--- src/noc_consts.svh ---
`ifndef NOC_CONSTS_SVH
`define NOC_CONSTS_SVH

// Flit width in bits.
`define NOC_DATA_W 64

// Width of the header payload length field.
`define MSG_LEN_W 8

// Number of destination ports.
`define NUM_TARGETS 3

`endif

--- src/noc_route_pkg.sv ---
`default_nettype none

`include "noc_consts.svh"

package noc_route_pkg;

    // Ids 0 to 2 name a target, id 3 is the overflow id.
    typedef logic [1:0] dst_id_t;

    // One bit per destination port.
    typedef logic [`NUM_TARGETS-1:0] dst_sel_t;

endpackage

`default_nettype wire

--- src/noc_msg_pkg.sv ---
`default_nettype none

`include "noc_consts.svh"

package noc_msg_pkg;

    localparam int HDR_PAYLOAD_W = `NOC_DATA_W - $bits(noc_route_pkg::dst_id_t) - `MSG_LEN_W;

    typedef struct packed {
        noc_route_pkg::dst_id_t     dst_id;       // Top bits of the flit.
        logic [`MSG_LEN_W-1:0]      payload_len;  // Body flits that follow.
        logic [HDR_PAYLOAD_W-1:0]   hdr_payload;
    } noc_hdr_t;

    // One flit word, read as a header or carried as raw body data.
    typedef union packed {
        noc_hdr_t                   hdr;
        logic [`NOC_DATA_W-1:0]     raw;
    } noc_flit_u;

endpackage

`default_nettype wire

--- src/noc_dst_decoder.sv ---
`timescale 1ns/1ns
`default_nettype none

`include "noc_consts.svh"

module noc_dst_decoder (
    input  wire [`NOC_DATA_W-1:0]       noc_data_line,
    output noc_route_pkg::dst_sel_t     dst_sel_one_hot
);

    import noc_msg_pkg::*;
    import noc_route_pkg::*;

    noc_flit_u  flit;
    dst_id_t    dst_id;

    assign flit   = noc_data_line;
    assign dst_id = flit.hdr.dst_id;

    always_comb begin
        dst_sel_one_hot = '0;
        if (int'(dst_id) < `NUM_TARGETS) begin
            dst_sel_one_hot[dst_id] = 1'b1;
        end else begin
            dst_sel_one_hot[`NUM_TARGETS-1] = 1'b1;  // Overflow id to last port.
        end
    end

endmodule

`default_nettype wire

--- src/noc_out_buffer.sv ---
`timescale 1ns/1ns
`default_nettype none

`include "noc_consts.svh"

module noc_out_buffer (
    input  wire                         clk,
    input  wire                         rst,

    input  wire                         in_val,
    input  wire  [`NOC_DATA_W-1:0]      in_data,
    output logic                        in_rdy,

    output logic                        out_val,
    output logic [`NOC_DATA_W-1:0]      out_data,
    input  wire                         out_rdy
);

    logic [1:0][`NOC_DATA_W-1:0]    mem;
    logic                           wr_ptr;
    logic                           rd_ptr;
    logic [1:0]                     count;

    logic                           full;
    logic                           push;
    logic                           pop;

    assign full = (count == 2'd2);

    // A full buffer still takes a flit while one leaves.
    assign in_rdy = ~full | out_rdy;

    assign out_val  = (count != 2'd0);
    assign out_data = mem[rd_ptr];

    assign push = in_val & in_rdy;
    assign pop  = out_val & out_rdy;

    always_ff @(posedge clk) begin
        if (push) begin
            mem[wr_ptr] <= in_data;
        end
    end

    always_ff @(posedge clk) begin
        if (rst) begin
            wr_ptr <= 1'b0;
            rd_ptr <= 1'b0;
            count  <= 2'd0;
        end else begin
            if (push) begin
                wr_ptr <= ~wr_ptr;
            end
            if (pop) begin
                rd_ptr <= ~rd_ptr;
            end
            case ({push, pop})
                2'b10:   count <= count + 2'd1;
                2'b01:   count <= count - 2'd1;
                default: count <= count;  // Idle or pass through.
            endcase
        end
    end

endmodule

`default_nettype wire

--- src/noc_split_top.sv ---
`timescale 1ns/1ns
`default_nettype none

`include "noc_consts.svh"

module noc_split_top (
    input  wire                                         clk,
    input  wire                                         rst,

    input  wire                                         in_val,
    input  wire  [`NOC_DATA_W-1:0]                      in_data,
    output logic                                        in_rdy,

    output logic [`NUM_TARGETS-1:0]                     dst_val,
    output logic [`NUM_TARGETS-1:0][`NOC_DATA_W-1:0]    dst_data,
    input  wire  [`NUM_TARGETS-1:0]                     dst_rdy
);

    import noc_route_pkg::*;

    logic [`NOC_DATA_W-1:0]                     noc_data_line;
    dst_sel_t                                   dst_sel_one_hot;

    logic [`NUM_TARGETS-1:0]                    split_val;
    logic [`NUM_TARGETS-1:0][`NOC_DATA_W-1:0]   split_data;
    logic [`NUM_TARGETS-1:0]                    split_rdy;

    noc_dst_decoder dst_decoder_inst (
        .noc_data_line   (noc_data_line),
        .dst_sel_one_hot (dst_sel_one_hot)
    );

    noc_splitter splitter_inst (
        .clk             (clk),
        .rst             (rst),
        .src_val         (in_val),
        .src_data        (in_data),
        .src_rdy         (in_rdy),
        .dsts_val        (split_val),
        .dsts_data       (split_data),
        .dsts_rdy        (split_rdy),
        .noc_data_line   (noc_data_line),
        .dst_sel_one_hot (dst_sel_one_hot)
    );

    for (genvar k = 0; k < `NUM_TARGETS; k++) begin : g_buf
        noc_out_buffer out_buffer_inst (
            .clk      (clk),
            .rst      (rst),
            .in_val   (split_val[k]),
            .in_data  (split_data[k]),
            .in_rdy   (split_rdy[k]),
            .out_val  (dst_val[k]),
            .out_data (dst_data[k]),
            .out_rdy  (dst_rdy[k])
        );
    end

endmodule

`default_nettype wire

--- src/noc_splitter.sv ---
`timescale 1ns/1ns
`default_nettype none

`include "noc_consts.svh"

module noc_splitter (
    input  wire                                         clk,
    input  wire                                         rst,

    input  wire                                         src_val,
    input  wire  [`NOC_DATA_W-1:0]                      src_data,
    output logic                                        src_rdy,

    output logic [`NUM_TARGETS-1:0]                     dsts_val,
    output logic [`NUM_TARGETS-1:0][`NOC_DATA_W-1:0]    dsts_data,
    input  wire  [`NUM_TARGETS-1:0]                     dsts_rdy,

    output logic [`NOC_DATA_W-1:0]                      noc_data_line,
    input  wire  noc_route_pkg::dst_sel_t               dst_sel_one_hot
);

    import noc_msg_pkg::*;
    import noc_route_pkg::*;

    localparam logic ST_HDR  = 1'b0;
    localparam logic ST_BODY = 1'b1;

    logic                   state_reg;
    logic                   state_next;

    logic [`MSG_LEN_W-1:0]  count_reg;
    logic [`MSG_LEN_W-1:0]  count_next;

    dst_sel_t               sel_reg;
    dst_sel_t               sel_next;
    dst_sel_t               route_sel;

    noc_flit_u              flit;
    logic                   accept;

    assign flit          = src_data;
    assign noc_data_line = flit.raw;

    // Body flits keep the select latched from their header.
    assign route_sel = (state_reg == ST_BODY) ? sel_reg : dst_sel_one_hot;

    // One-hot demux of valid, one-hot mux of ready.
    assign dsts_val = route_sel & {`NUM_TARGETS{src_val}};
    assign src_rdy  = |(route_sel & dsts_rdy);

    assign accept = src_val & src_rdy;

    always_comb begin
        for (int i = 0; i < `NUM_TARGETS; i++) begin
            dsts_data[i] = flit.raw;
        end
    end

    always_comb begin
        state_next = state_reg;
        count_next = count_reg;
        sel_next   = sel_reg;

        case (state_reg)
            ST_HDR: begin
                if (accept) begin
                    count_next = flit.hdr.payload_len;
                    sel_next   = dst_sel_one_hot;
                    if (flit.hdr.payload_len != '0) begin
                        state_next = ST_BODY;
                    end
                end
            end
            ST_BODY: begin
                if (accept) begin
                    count_next = count_reg - 1'b1;
                    if (count_reg == `MSG_LEN_W'(1)) begin
                        state_next = ST_HDR;  // Last body flit.
                    end
                end
            end
            default: begin
                state_next = ST_HDR;
            end
        endcase
    end

    always_ff @(posedge clk) begin
        if (rst) begin
            state_reg <= ST_HDR;
            count_reg <= '0;
            sel_reg   <= '0;
        end else begin
            state_reg <= state_next;
            count_reg <= count_next;
            sel_reg   <= sel_next;
        end
    end

endmodule

`default_nettype wire

--- config.mk ---
export PLATFORM = sky130hd
export DESIGN_NAME = noc_split_top
export DESIGN_NICKNAME = d
export VERILOG_FILES = /design/src/noc_route_pkg.sv /design/src/noc_msg_pkg.sv /design/src/noc_dst_decoder.sv /design/src/noc_out_buffer.sv /design/src/noc_split_top.sv /design/src/noc_splitter.sv
export VERILOG_INCLUDE_DIRS = /design/src
export SDC_FILE = /design/constraint.sdc
export NUM_CORES = 1
export LEC_CHECK = 0
export ABC_AREA = 1
export BUFFER_PORTS_ARGS = -buffer_cell sky130_fd_sc_hd__buf_4
export CORE_AREA = 2 2 175 177
export DETAILED_ROUTE_END_ITERATION = 12
export DIE_AREA = 0 0 177 179
export GPL_TIMING_DRIVEN = 0
export HOLD_SLACK_MARGIN = 0.15
export PLACE_DENSITY = 0.84
export SLEW_MARGIN = 30
export SYNTH_ARGS = -nofsm -noshare
export SYNTH_HDL_FRONTEND = slang
export SYNTH_HIERARCHICAL = 1
export SYNTH_SLANG_ARGS = --single-unit
--- constraint.sdc ---
create_clock -name clk -period 6.1 [get_ports clk]
set_input_delay 0.305 -clock clk [delete_from_list [all_inputs] [get_ports clk]]
set_output_delay 0.305 -clock clk [all_outputs]
set_load 0.01 [all_outputs]
# --- Word level (Yosys, flattened, before mapping) ---
# Index checks and enable logic that the tools add are counted.
totals:
  reg_bits: 408
  out_inout_bits: 196
  inputBits: 70
classes:
  n_bitwise: 22
  n_lt_le_gt_ge: 12
  n_reduce_logical: 14
  addsub: 7
  mux: 31
  n_eq_ne: 12
op_table:
  columns: ["cell", "n"]
  rows:
  - ["$mux W64", 9]
  - ["$bwmux W128", 3]
  - ["$demux W64 S1", 3]
  - ["$mux W8", 2]
  - ["$pmux W8 S2", 1]
  - ["$eq A2 B2 Y1 const B", 6]
  - ["$lt A1 B2 Y1 const B", 6]
  - ["$pmux W2 S2", 3]
  - ["$reduce_bool A2 Y1", 6]
  - ["$not A1 Y1", 10]
  - ["$eq A8 B1 Y1 const B", 1]
  - ["$reduce_bool A8 Y1", 1]
  - ["$sub A8 B1 Y8 const B", 1]
  - ["$and A1 B1 Y1", 7]
  - ["$add A2 B1 Y2 const B", 3]
  - ["$and A3 B3 Y3", 2]
  - ["$eq A2 B1 Y1 const B", 3]
  - ["$mux W1", 6]
  - ["$sub A2 B1 Y2 const B", 3]
  - ["$logic_and A1 B1 Y1", 4]
  - ["$reduce_and A2 Y1", 2]
  - ["$ge A1 B1 Y1 const B", 3]
  - ["$lt A2 B3 Y1 const B", 1]
  - ["$mux W3", 1]
  - ["9 further kinds", 11]

# --- Depth between registers and ports, before layout ---
# Gate-level depths: netlist of the first run.
logic_depth:
  word_depth: 11
  mapped_depth: 14

# --- By module ---
# Netlist of the first run, hierarchy kept.
modules_own_cells:
  columns: ["module", "n_inst", "cells_per_inst", "area_per_inst_um2"]
  rows:
  - ["noc_out_buffer", 3, 371, 4918.5]
  - ["noc_splitter", 1, 398, 2792.7]
  - ["noc_dst_decoder", 1, 4, 15.0]

# --- Worst setup path before layout of the first run ---
# OpenSTA, ideal clock, no wires.
synth_timing:
  kind: "input to register"
  startpoint: "in in_data[63]"
  endpoint: "reg g_buf[0].out_buffer_inst/mem[0] (netlist bit) (enable)"
  setup_time_ps: 486
  arrival_ps: 3604
  path_buffers: 1
  slack_ps: 2010
  t_required_ps: 5614
  stages: 8
  cell_sequence: "buf_4 nor2_1 inv_1 nand2_2 nand2_1 nor2_1 nand2_1 nor2_1"
synth_between:
  elab_chain_cells: 8
  word_cells_on_any_way: 10
synth_rtl:
  columns: ["item", "line", "text"]
  rows:
  - ["start, declared", "noc_split_top.sv:11", "input wire [`NOC_DATA_W-1:0] in_data,"]
  - ["$lt A2 B3 Y1 (not written as such) / $ge A2 B1 Y1 (equally long branches)", "noc_dst_decoder.sv:23", "dst_sel_one_hot[dst_id] = 1'b1;"]
  - ["$logic_and A1 B1 Y1 (not written as such)", "noc_dst_decoder.sv:23", null]
  - ["$mux W1 (not written as such)", "noc_dst_decoder.sv:23", null]
  - ["$demux W1 S2", null, null]
  - ["$mux W2 *", "noc_dst_decoder.sv:22", "if (int'(dst_id) < `NUM_TARGETS) begin"]
  - ["named net dst_sel_one_hot[0]", "noc_split_top.sv:22", "dst_sel_t dst_sel_one_hot;"]
  - ["$mux W3 *", "noc_splitter.sv:45", "assign route_sel = (state_reg == ST_BODY) ? sel_reg : dst_sel_one_hot;"]
  - ["$and A3 B3 Y3 *", "noc_splitter.sv:48", "assign dsts_val = route_sel & {`NUM_TARGETS{src_val}};"]
  - ["named net split_val[0]", "noc_split_top.sv:24", "logic [`NUM_TARGETS-1:0] split_val;"]
  - ["$and A1 B1 Y1 *", "noc_out_buffer.sv:36", "assign push = in_val & in_rdy;"]
  - ["end signal, assigned by index", "noc_out_buffer.sv:41", "mem[wr_ptr] <= in_data;"]
  - ["end, declared", "noc_out_buffer.sv:19", "logic [1:0][`NOC_DATA_W-1:0] mem;"]
# Mark *: on every way through the listed nets, which the timed path passes. The rest lies on a longest branch.
# A chain may end at the register's enable or synchronous reset.

# --- Worst setup path in the final report of the first run ---
layout_timing:
  startpoint: "in in_data[63]"
  endpoint: "reg g_buf[2].out_buffer_inst/mem[55] (netlist bit) (enable)"
layout_between:
  elab_chain_cells: 8
  word_cells_on_any_way: 10
layout_rtl:
  columns: ["item", "line"]
  rows:
  - ["$lt A2 B3 Y1 (not written as such) / $ge A2 B1 Y1 (equally long branches)", "noc_dst_decoder.sv:23"]
  - ["$logic_and A1 B1 Y1 (not written as such)", "noc_dst_decoder.sv:23"]
  - ["$mux W1 (not written as such)", "noc_dst_decoder.sv:23"]
  - ["$demux W1 S2", null]
  - ["$mux W1 *", "noc_dst_decoder.sv:22"]
  - ["named net dst_sel_one_hot[2]", "noc_split_top.sv:22"]
  - ["$mux W3 *", "noc_splitter.sv:45"]
  - ["$and A3 B3 Y3 *", "noc_splitter.sv:48"]
  - ["named net split_val[2]", "noc_split_top.sv:24"]
  - ["$and A1 B1 Y1 *", "noc_out_buffer.sv:36"]
  - ["end signal, assigned by index", "noc_out_buffer.sv:41"]
  - ["end, declared", "noc_out_buffer.sv:19"]
# Marked as above.

==> results of run 1 <==
## layer usage
metal,track usage (%),vias up
li1,-,5256
met1,30.0,5433
met2,45.4,481
met3,4.94,71
met4,7.51,2
met5,0,-
## layout make-up
class                           count  area share, %
Clock inverter                     20           1.16
Tap cell                          396           2.30
Timing Repair Buffer              289           12.0
Inverter                           53          0.959
Clock buffer                       55           5.01
Buffer                            240           8.66
Sequential cell                   408           55.8
Multi-Input combinational cell    752           14.1
## worst max path at each step
| stage | cells past startpoint | endpoint | startpoint | slack, ns |
|---|---|---|---|---|
| 3_5_place_dp | 11 | g_buf[2].out_buffer_inst/mem[11] | in_data[63] | 3.80 |
| 4_1_cts | 12 | g_buf[2].out_buffer_inst/mem[51] | in_data[63] | 3.57 |
| 6_report | 12 | g_buf[2].out_buffer_inst/mem[55] | in_data[63] | 3.61 |
| 2_1_floorplan | 8 | g_buf[0].out_buffer_inst/mem[0] | in_data[63] | 2.01 |
| 5_1_grt | 12 | g_buf[2].out_buffer_inst/mem[16] | in_data[63] | 3.45 |
| 3_3_place_gp | 8 | g_buf[2].out_buffer_inst/mem[14] | in_data[63] | -0.16 |
## power breakdown
part	internal, mW	switching, mW	total, mW
clock network	1.50	0.995	2.49
logic	0.725	0.954	1.68
registers	3.27	0.0599	3.33
## metrics by stage
| stage | hold slack, ns | instances | cell area, sq um | worst slack, ns | util (%) |
|---|---|---|---|---|---|
| floorplan | 0.367 | 1453 | 17100 | 2.01 | - |
| global placement | 0.478 | 2058 | 19200 | -0.158 | 63.8 |
| detailed placement | 0.493 | 2072 | 19500 | 3.80 | 65.1 |
| CTS | 0.154 | 2212 | 21500 | 3.57 | 71.7 |
| global route | 0.180 | 2213 | 21500 | 3.45 | 71.7 |
| finish | 0.178 | 2213 | 21500 | 3.61 | 71.7 |
## critical path, cell delays in order
cell and delay, ns:
dlygate4sd3_1 0.66, buf_4 0.16, clkbuf_1 0.10, inv_1 0.04
nand2_1 0.08, nand2_1 0.06, nor2_1 0.17, nand2_1 0.14
nor2_4 0.41, buf_16 0.23, buf_8 0.17, buf_16 0.17
==> results.ini, run 1 <==
[global_routing]
grt_max_degree=46
antenna_found_initial=1
grt_pass1_vias=11200
grt_pass1_wl_microns=59700
gr-total-overflow=0
grt_util_all_layers_pct=25.0

[cts]
cts_tree=built
post_cts_buffers=0
clock_latency_ns=0.52
cts.sinks=408
cts-root-buf=clkbuf_16
cts-hold-fix-buffers=65
numCtsBuffers=41
cts.clk_slew.worst_paths_ns=0.06
clock_path_buffers=3
cts_max_level=2
cts_resized=0

[detailed_routing]
dr_wl_met2_microns=21000
dr_wl_met3_microns=3280
dr.max_layer_used=met5
wl_per_cell_microns=18.1
dr.pass1.iters=5
wirelength_met1_microns=14800
drt_iter0_drc=1131
routed_via_density=5.08
drc=0
routed_wl_microns=40100
vias=11200
postRouteAntennaNets=0

[setup_path]
cp-end-kind=register
cp.required_ns=6.32
cp_max_fo=17
arrival_ns=2.71
r2r_start=splitter_inst/state_reg
reg2regPathDepth=9
crit_type=input port to register
worstReg2RegEnd=g_buf[2].out_buffer_inst/mem[55]
critPathLaunchType=input port
r2r_slack_ns=3.85

[sta]
fin_crit_sh_pct=40.8
max_freq_mhz=402
worst_pin_slew_ns=0.585
finalMaxSlewViolations=0
hold_violations=0
setup_violations=0
tns_ns=0
maxSlewHeadroom_pct=60.9
clock_skew_ns=0.0237
rsz0062_at_grt=false
layout_min_cycle_time_ns=2.49

[synth]
syn-cell-area_sq_mm=0.0171
synth_nets=1528
synth-warning-count=6
avgSynthCellArea_sq_um=11.8
synthCells=1453

[final_layout]
drive_above_1_share_pct=29.7
antenna_cells=0
multi_input_area_sq_mm=0.00304
largest_reg_flops=384
fin_nets=1860
layout.area.seq_sq_mm=0.0120
final_cell_mix=nand2_1, buf_4, edfxtp_1
area_growth_pct=25.9
num-fill-cells=1933
final_common_cell=nand2_1

[min_path]
holdCritPathClass=input port to register
worstHoldStart=dst_rdy[2]
holdPathEnd=g_buf[2].out_buffer_inst/rd_ptr
worstHoldPathCells=4

[die]
initial_core_util_pct=56.9
core_area_sq_mm=0.0300
row_count=64
die_area_sq_mm=0.0317
io_pins=266
die_y_microns=179
dieWidth_microns=177

[power]
power_mw=7.50
ir_drop_mv=0.230
p_leak_nw=9.21
powerDensity_mw_per_mm2=348

[place]
dpl.hpwl_microns=25800
port_buffers=209
gp_congestion=0.829

[outcome]
outcome=finished, final reports clean

[flow_run]
maxCapViolCount=0

(Power assumes the default switching activity.)
==> run 2: changes to the inputs <==
--- a/config.mk
+++ b/config.mk
@@ -6,14 +6,14 @@
 export SDC_FILE = /design/constraint.sdc
 export NUM_CORES = 1
 export LEC_CHECK = 0
-export ABC_AREA = 1
+export ABC_AREA = 0
 export BUFFER_PORTS_ARGS = -buffer_cell sky130_fd_sc_hd__buf_4
-export CORE_AREA = 2 2 175 177
+export CORE_AREA = 2 2 187 189
 export DETAILED_ROUTE_END_ITERATION = 12
-export DIE_AREA = 0 0 177 179
+export DIE_AREA = 0 0 189 191
 export GPL_TIMING_DRIVEN = 0
 export HOLD_SLACK_MARGIN = 0.15
-export PLACE_DENSITY = 0.84
+export PLACE_DENSITY = 0.77
 export SLEW_MARGIN = 30
 export SYNTH_ARGS = -nofsm -noshare
 export SYNTH_HDL_FRONTEND = slang
==> constraint.sdc (replaced) <==
create_clock -name clk -period 2.1 [get_ports clk]
set_input_delay 0.105 -clock clk [delete_from_list [all_inputs] [get_ports clk]]
set_output_delay 0.105 -clock clk [all_outputs]
set_load 0.01 [all_outputs]
==> run 2 against run 1 <==
  * Sequential power increased to 2.8 times the previous value
  * Core utilization decreased by 8.6 points
  * Non-clock buffer count increased by 2
  * Critical endpoint is now in_rdy
  * Power increased to 2.7 times the previous value
  * The run now ends with setup timing left
  * Routed wire length decreased by 12%
==> results.ini, run 2 <==
[sta]
hold_violations=0
tns_ns=-0.0222
setup_violations=1
clock_skew_ns=0.0113
layout_min_cycle_time_ns=2.12
worst_slack_ns=-0.0222
finalMaxSlewViolations=0
fin_crit_sh_pct=101
worst_pin_slew_ns=0.711
maxSlewHeadroom_pct=52.2
max_freq_mhz=471
rsz0062_at_grt=true

[final_layout]
final_cell_mix=buf_4, edfxtp_1, mux2_2
area_growth_pct=28.5
drive_above_1_share_pct=48.6
final_common_cell=buf_4
multi_input_area_sq_mm=0.00315
num-fill-cells=2401
stdcell_area_sq_mm=0.0215
layout.area.seq_sq_mm=0.0120
largest_reg_flops=384
antenna_cells=0
fin_nets=1388

[cts]
cts_max_level=2
clock_latency_ns=0.53
cts-root-buf=clkbuf_16
numCtsBuffers=42
cts.clk_slew.worst_paths_ns=0.06
clock_path_buffers=3
cts.sinks=408
cts_tree=built

[setup_path]
critPathSlowestCell=a222oi_1
crit_type=register to output pin
critPathLaunchType=register
cp_max_fo=5
crit_path_max_incr_delay_ns=0.40
arrival_ns=2.02
path_cells=or3b_4 -> a222oi_1 -> buf_4 -> inv_4 -> buf_6
cp-end-kind=output pin
cp.required_ns=2.00

[detailed_routing]
dr.pass1.iters=5
vias=8951
routed_wl_microns=35400
wl_per_cell_microns=19.7
drc=0
routed_via_density=4.97
postRouteAntennaNets=0
drt_iter0_drc=561

[place]
placed_cell_area_sq_mm=0.0193
port_buffers=208
dpl.hpwl_microns=23000
post-place-ws_ns=-0.00319
gp_congestion=0.747

[power]
power_mw=20.4
powerDensity_mw_per_mm2=947
ir_drop_mv=0.610
p_leak_nw=8.02

[synth]
syn-cell-area_sq_mm=0.0168
avgSynthCellArea_sq_um=17.4
synthCells=961
synth-warning-count=6
synth_nets=1036

[global_routing]
grt_max_degree=42
grt_pass1_wl_microns=52900
antenna_found_initial=0
gr-total-overflow=0
grt_util_all_layers_pct=19.2
grt_pass1_vias=9621

[die]
io_pins=266
initial_core_util_pct=49.1
dieWidth_microns=189
die_y_microns=191
row_count=68
core_area_sq_mm=0.0341
die_area_sq_mm=0.0361

[outcome]
failed_checks=setup timing
outcome=complete, but fails checks

[min_path]
holdCritPathClass=input port to register

[flow_run]
maxCapViolCount=0

run 2: changes by cell type in the layout (fill, tap and decap cells not counted), sizes merged, moves of 5 or more:
cell | previous run | this run
mux2 | 0 | 198
nand2 | 640 | 6
clkbuf | 57 | 66
xnor2 | 0 | 6
inv | 55 | 6
o21ai | 17 | 12
nor2b | 0 | 10
or3b | 0 | 6
or3 | 0 | 8
nand3 | 20 | 0
nor2 | 48 | 17
buf | 461 | 455
nand4 | 6 | 0
run 2: final cells by class:
| class | instances | share of cell area (%) |
|---|---|---|
| Buffer | 223 | 7.64 |
| Clock buffer | 60 | 5.63 |
| Clock inverter | 17 | 0.587 |
| Inverter | 6 | 0.116 |
| Multi-Input combinational cell | 324 | 14.6 |
| Sequential cell | 408 | 55.9 |
| Tap cell | 455 | 2.64 |
| Timing Repair Buffer | 308 | 12.9 |
run 2: worst max-delay path: cells and delay by family (launching register included):
kind                   cells  cell delay (ns)
AOI/OAI and AO/OA          1             0.40
and+or+nand+nor            1             0.39
buffers and inverters      3             0.36
DFF                        1             0.35
run 2: metrics by stage:
stage	hold slack, ns	util [%]	instances
after global placement	0.290	55.5	1624
after global routing	0.257	63.1	1801
final	0.238	63.1	1801
after floorplan	0.173	-	961
after detailed placement	0.293	56.6	1639
after CTS	0.345	62.9	1793
run 2: worst paths after layout:
check / start / end / slack [ns] / depth (start not counted)
setup / recovery: g_buf[2].out_buffer_inst/count[1] / in_rdy / -0.02 / 5
hold / removal: in_data[62] / splitter_inst/sel_reg[0] / 0.24 / 5
hold reg to reg: splitter_inst/count_reg[6] / splitter_inst/count_reg[6] / 0.48 / 2
setup reg to reg: g_buf[2].out_buffer_inst/count[1] / splitter_inst/count_reg[1] / 0.10 / 7
run 2: metal layers:
| metal | global-route usage, % | up-vias | wire (microns) |
|---|---|---|---|
| met1 | 23.2 | 4497 | 14400 |
| li1 | - | 4111 | - |
| met4 | 5.50 | 0 | 685 |
| met5 | 0 | - | 0 |
| met2 | 35.0 | 297 | 18300 |
| met3 | 3.65 | 46 | 1970 |
run 2: timing repair:
item / 4_1_cts / 5_1_grt
hold buffers: 69 / 1
buffers inserted: 8 / 7
pin swaps: 4 / 3
endpoints found under the hold margin: 408 / 6
setup endpoints to repair: 123 / 103
gates cloned: 0 / 1
resized for setup: 14 / 5
run 2: where the power goes:
| group | switching [mW] | total (mW) | internal, mW |
|---|---|---|---|
| Sequential | 0.108 | 9.34 | 9.23 |
| Combinational | 1.85 | 3.90 | 2.05 |
| Clock | 2.90 | 7.15 | 4.25 |
| Total | 4.86 | 20.4 | 15.5 |
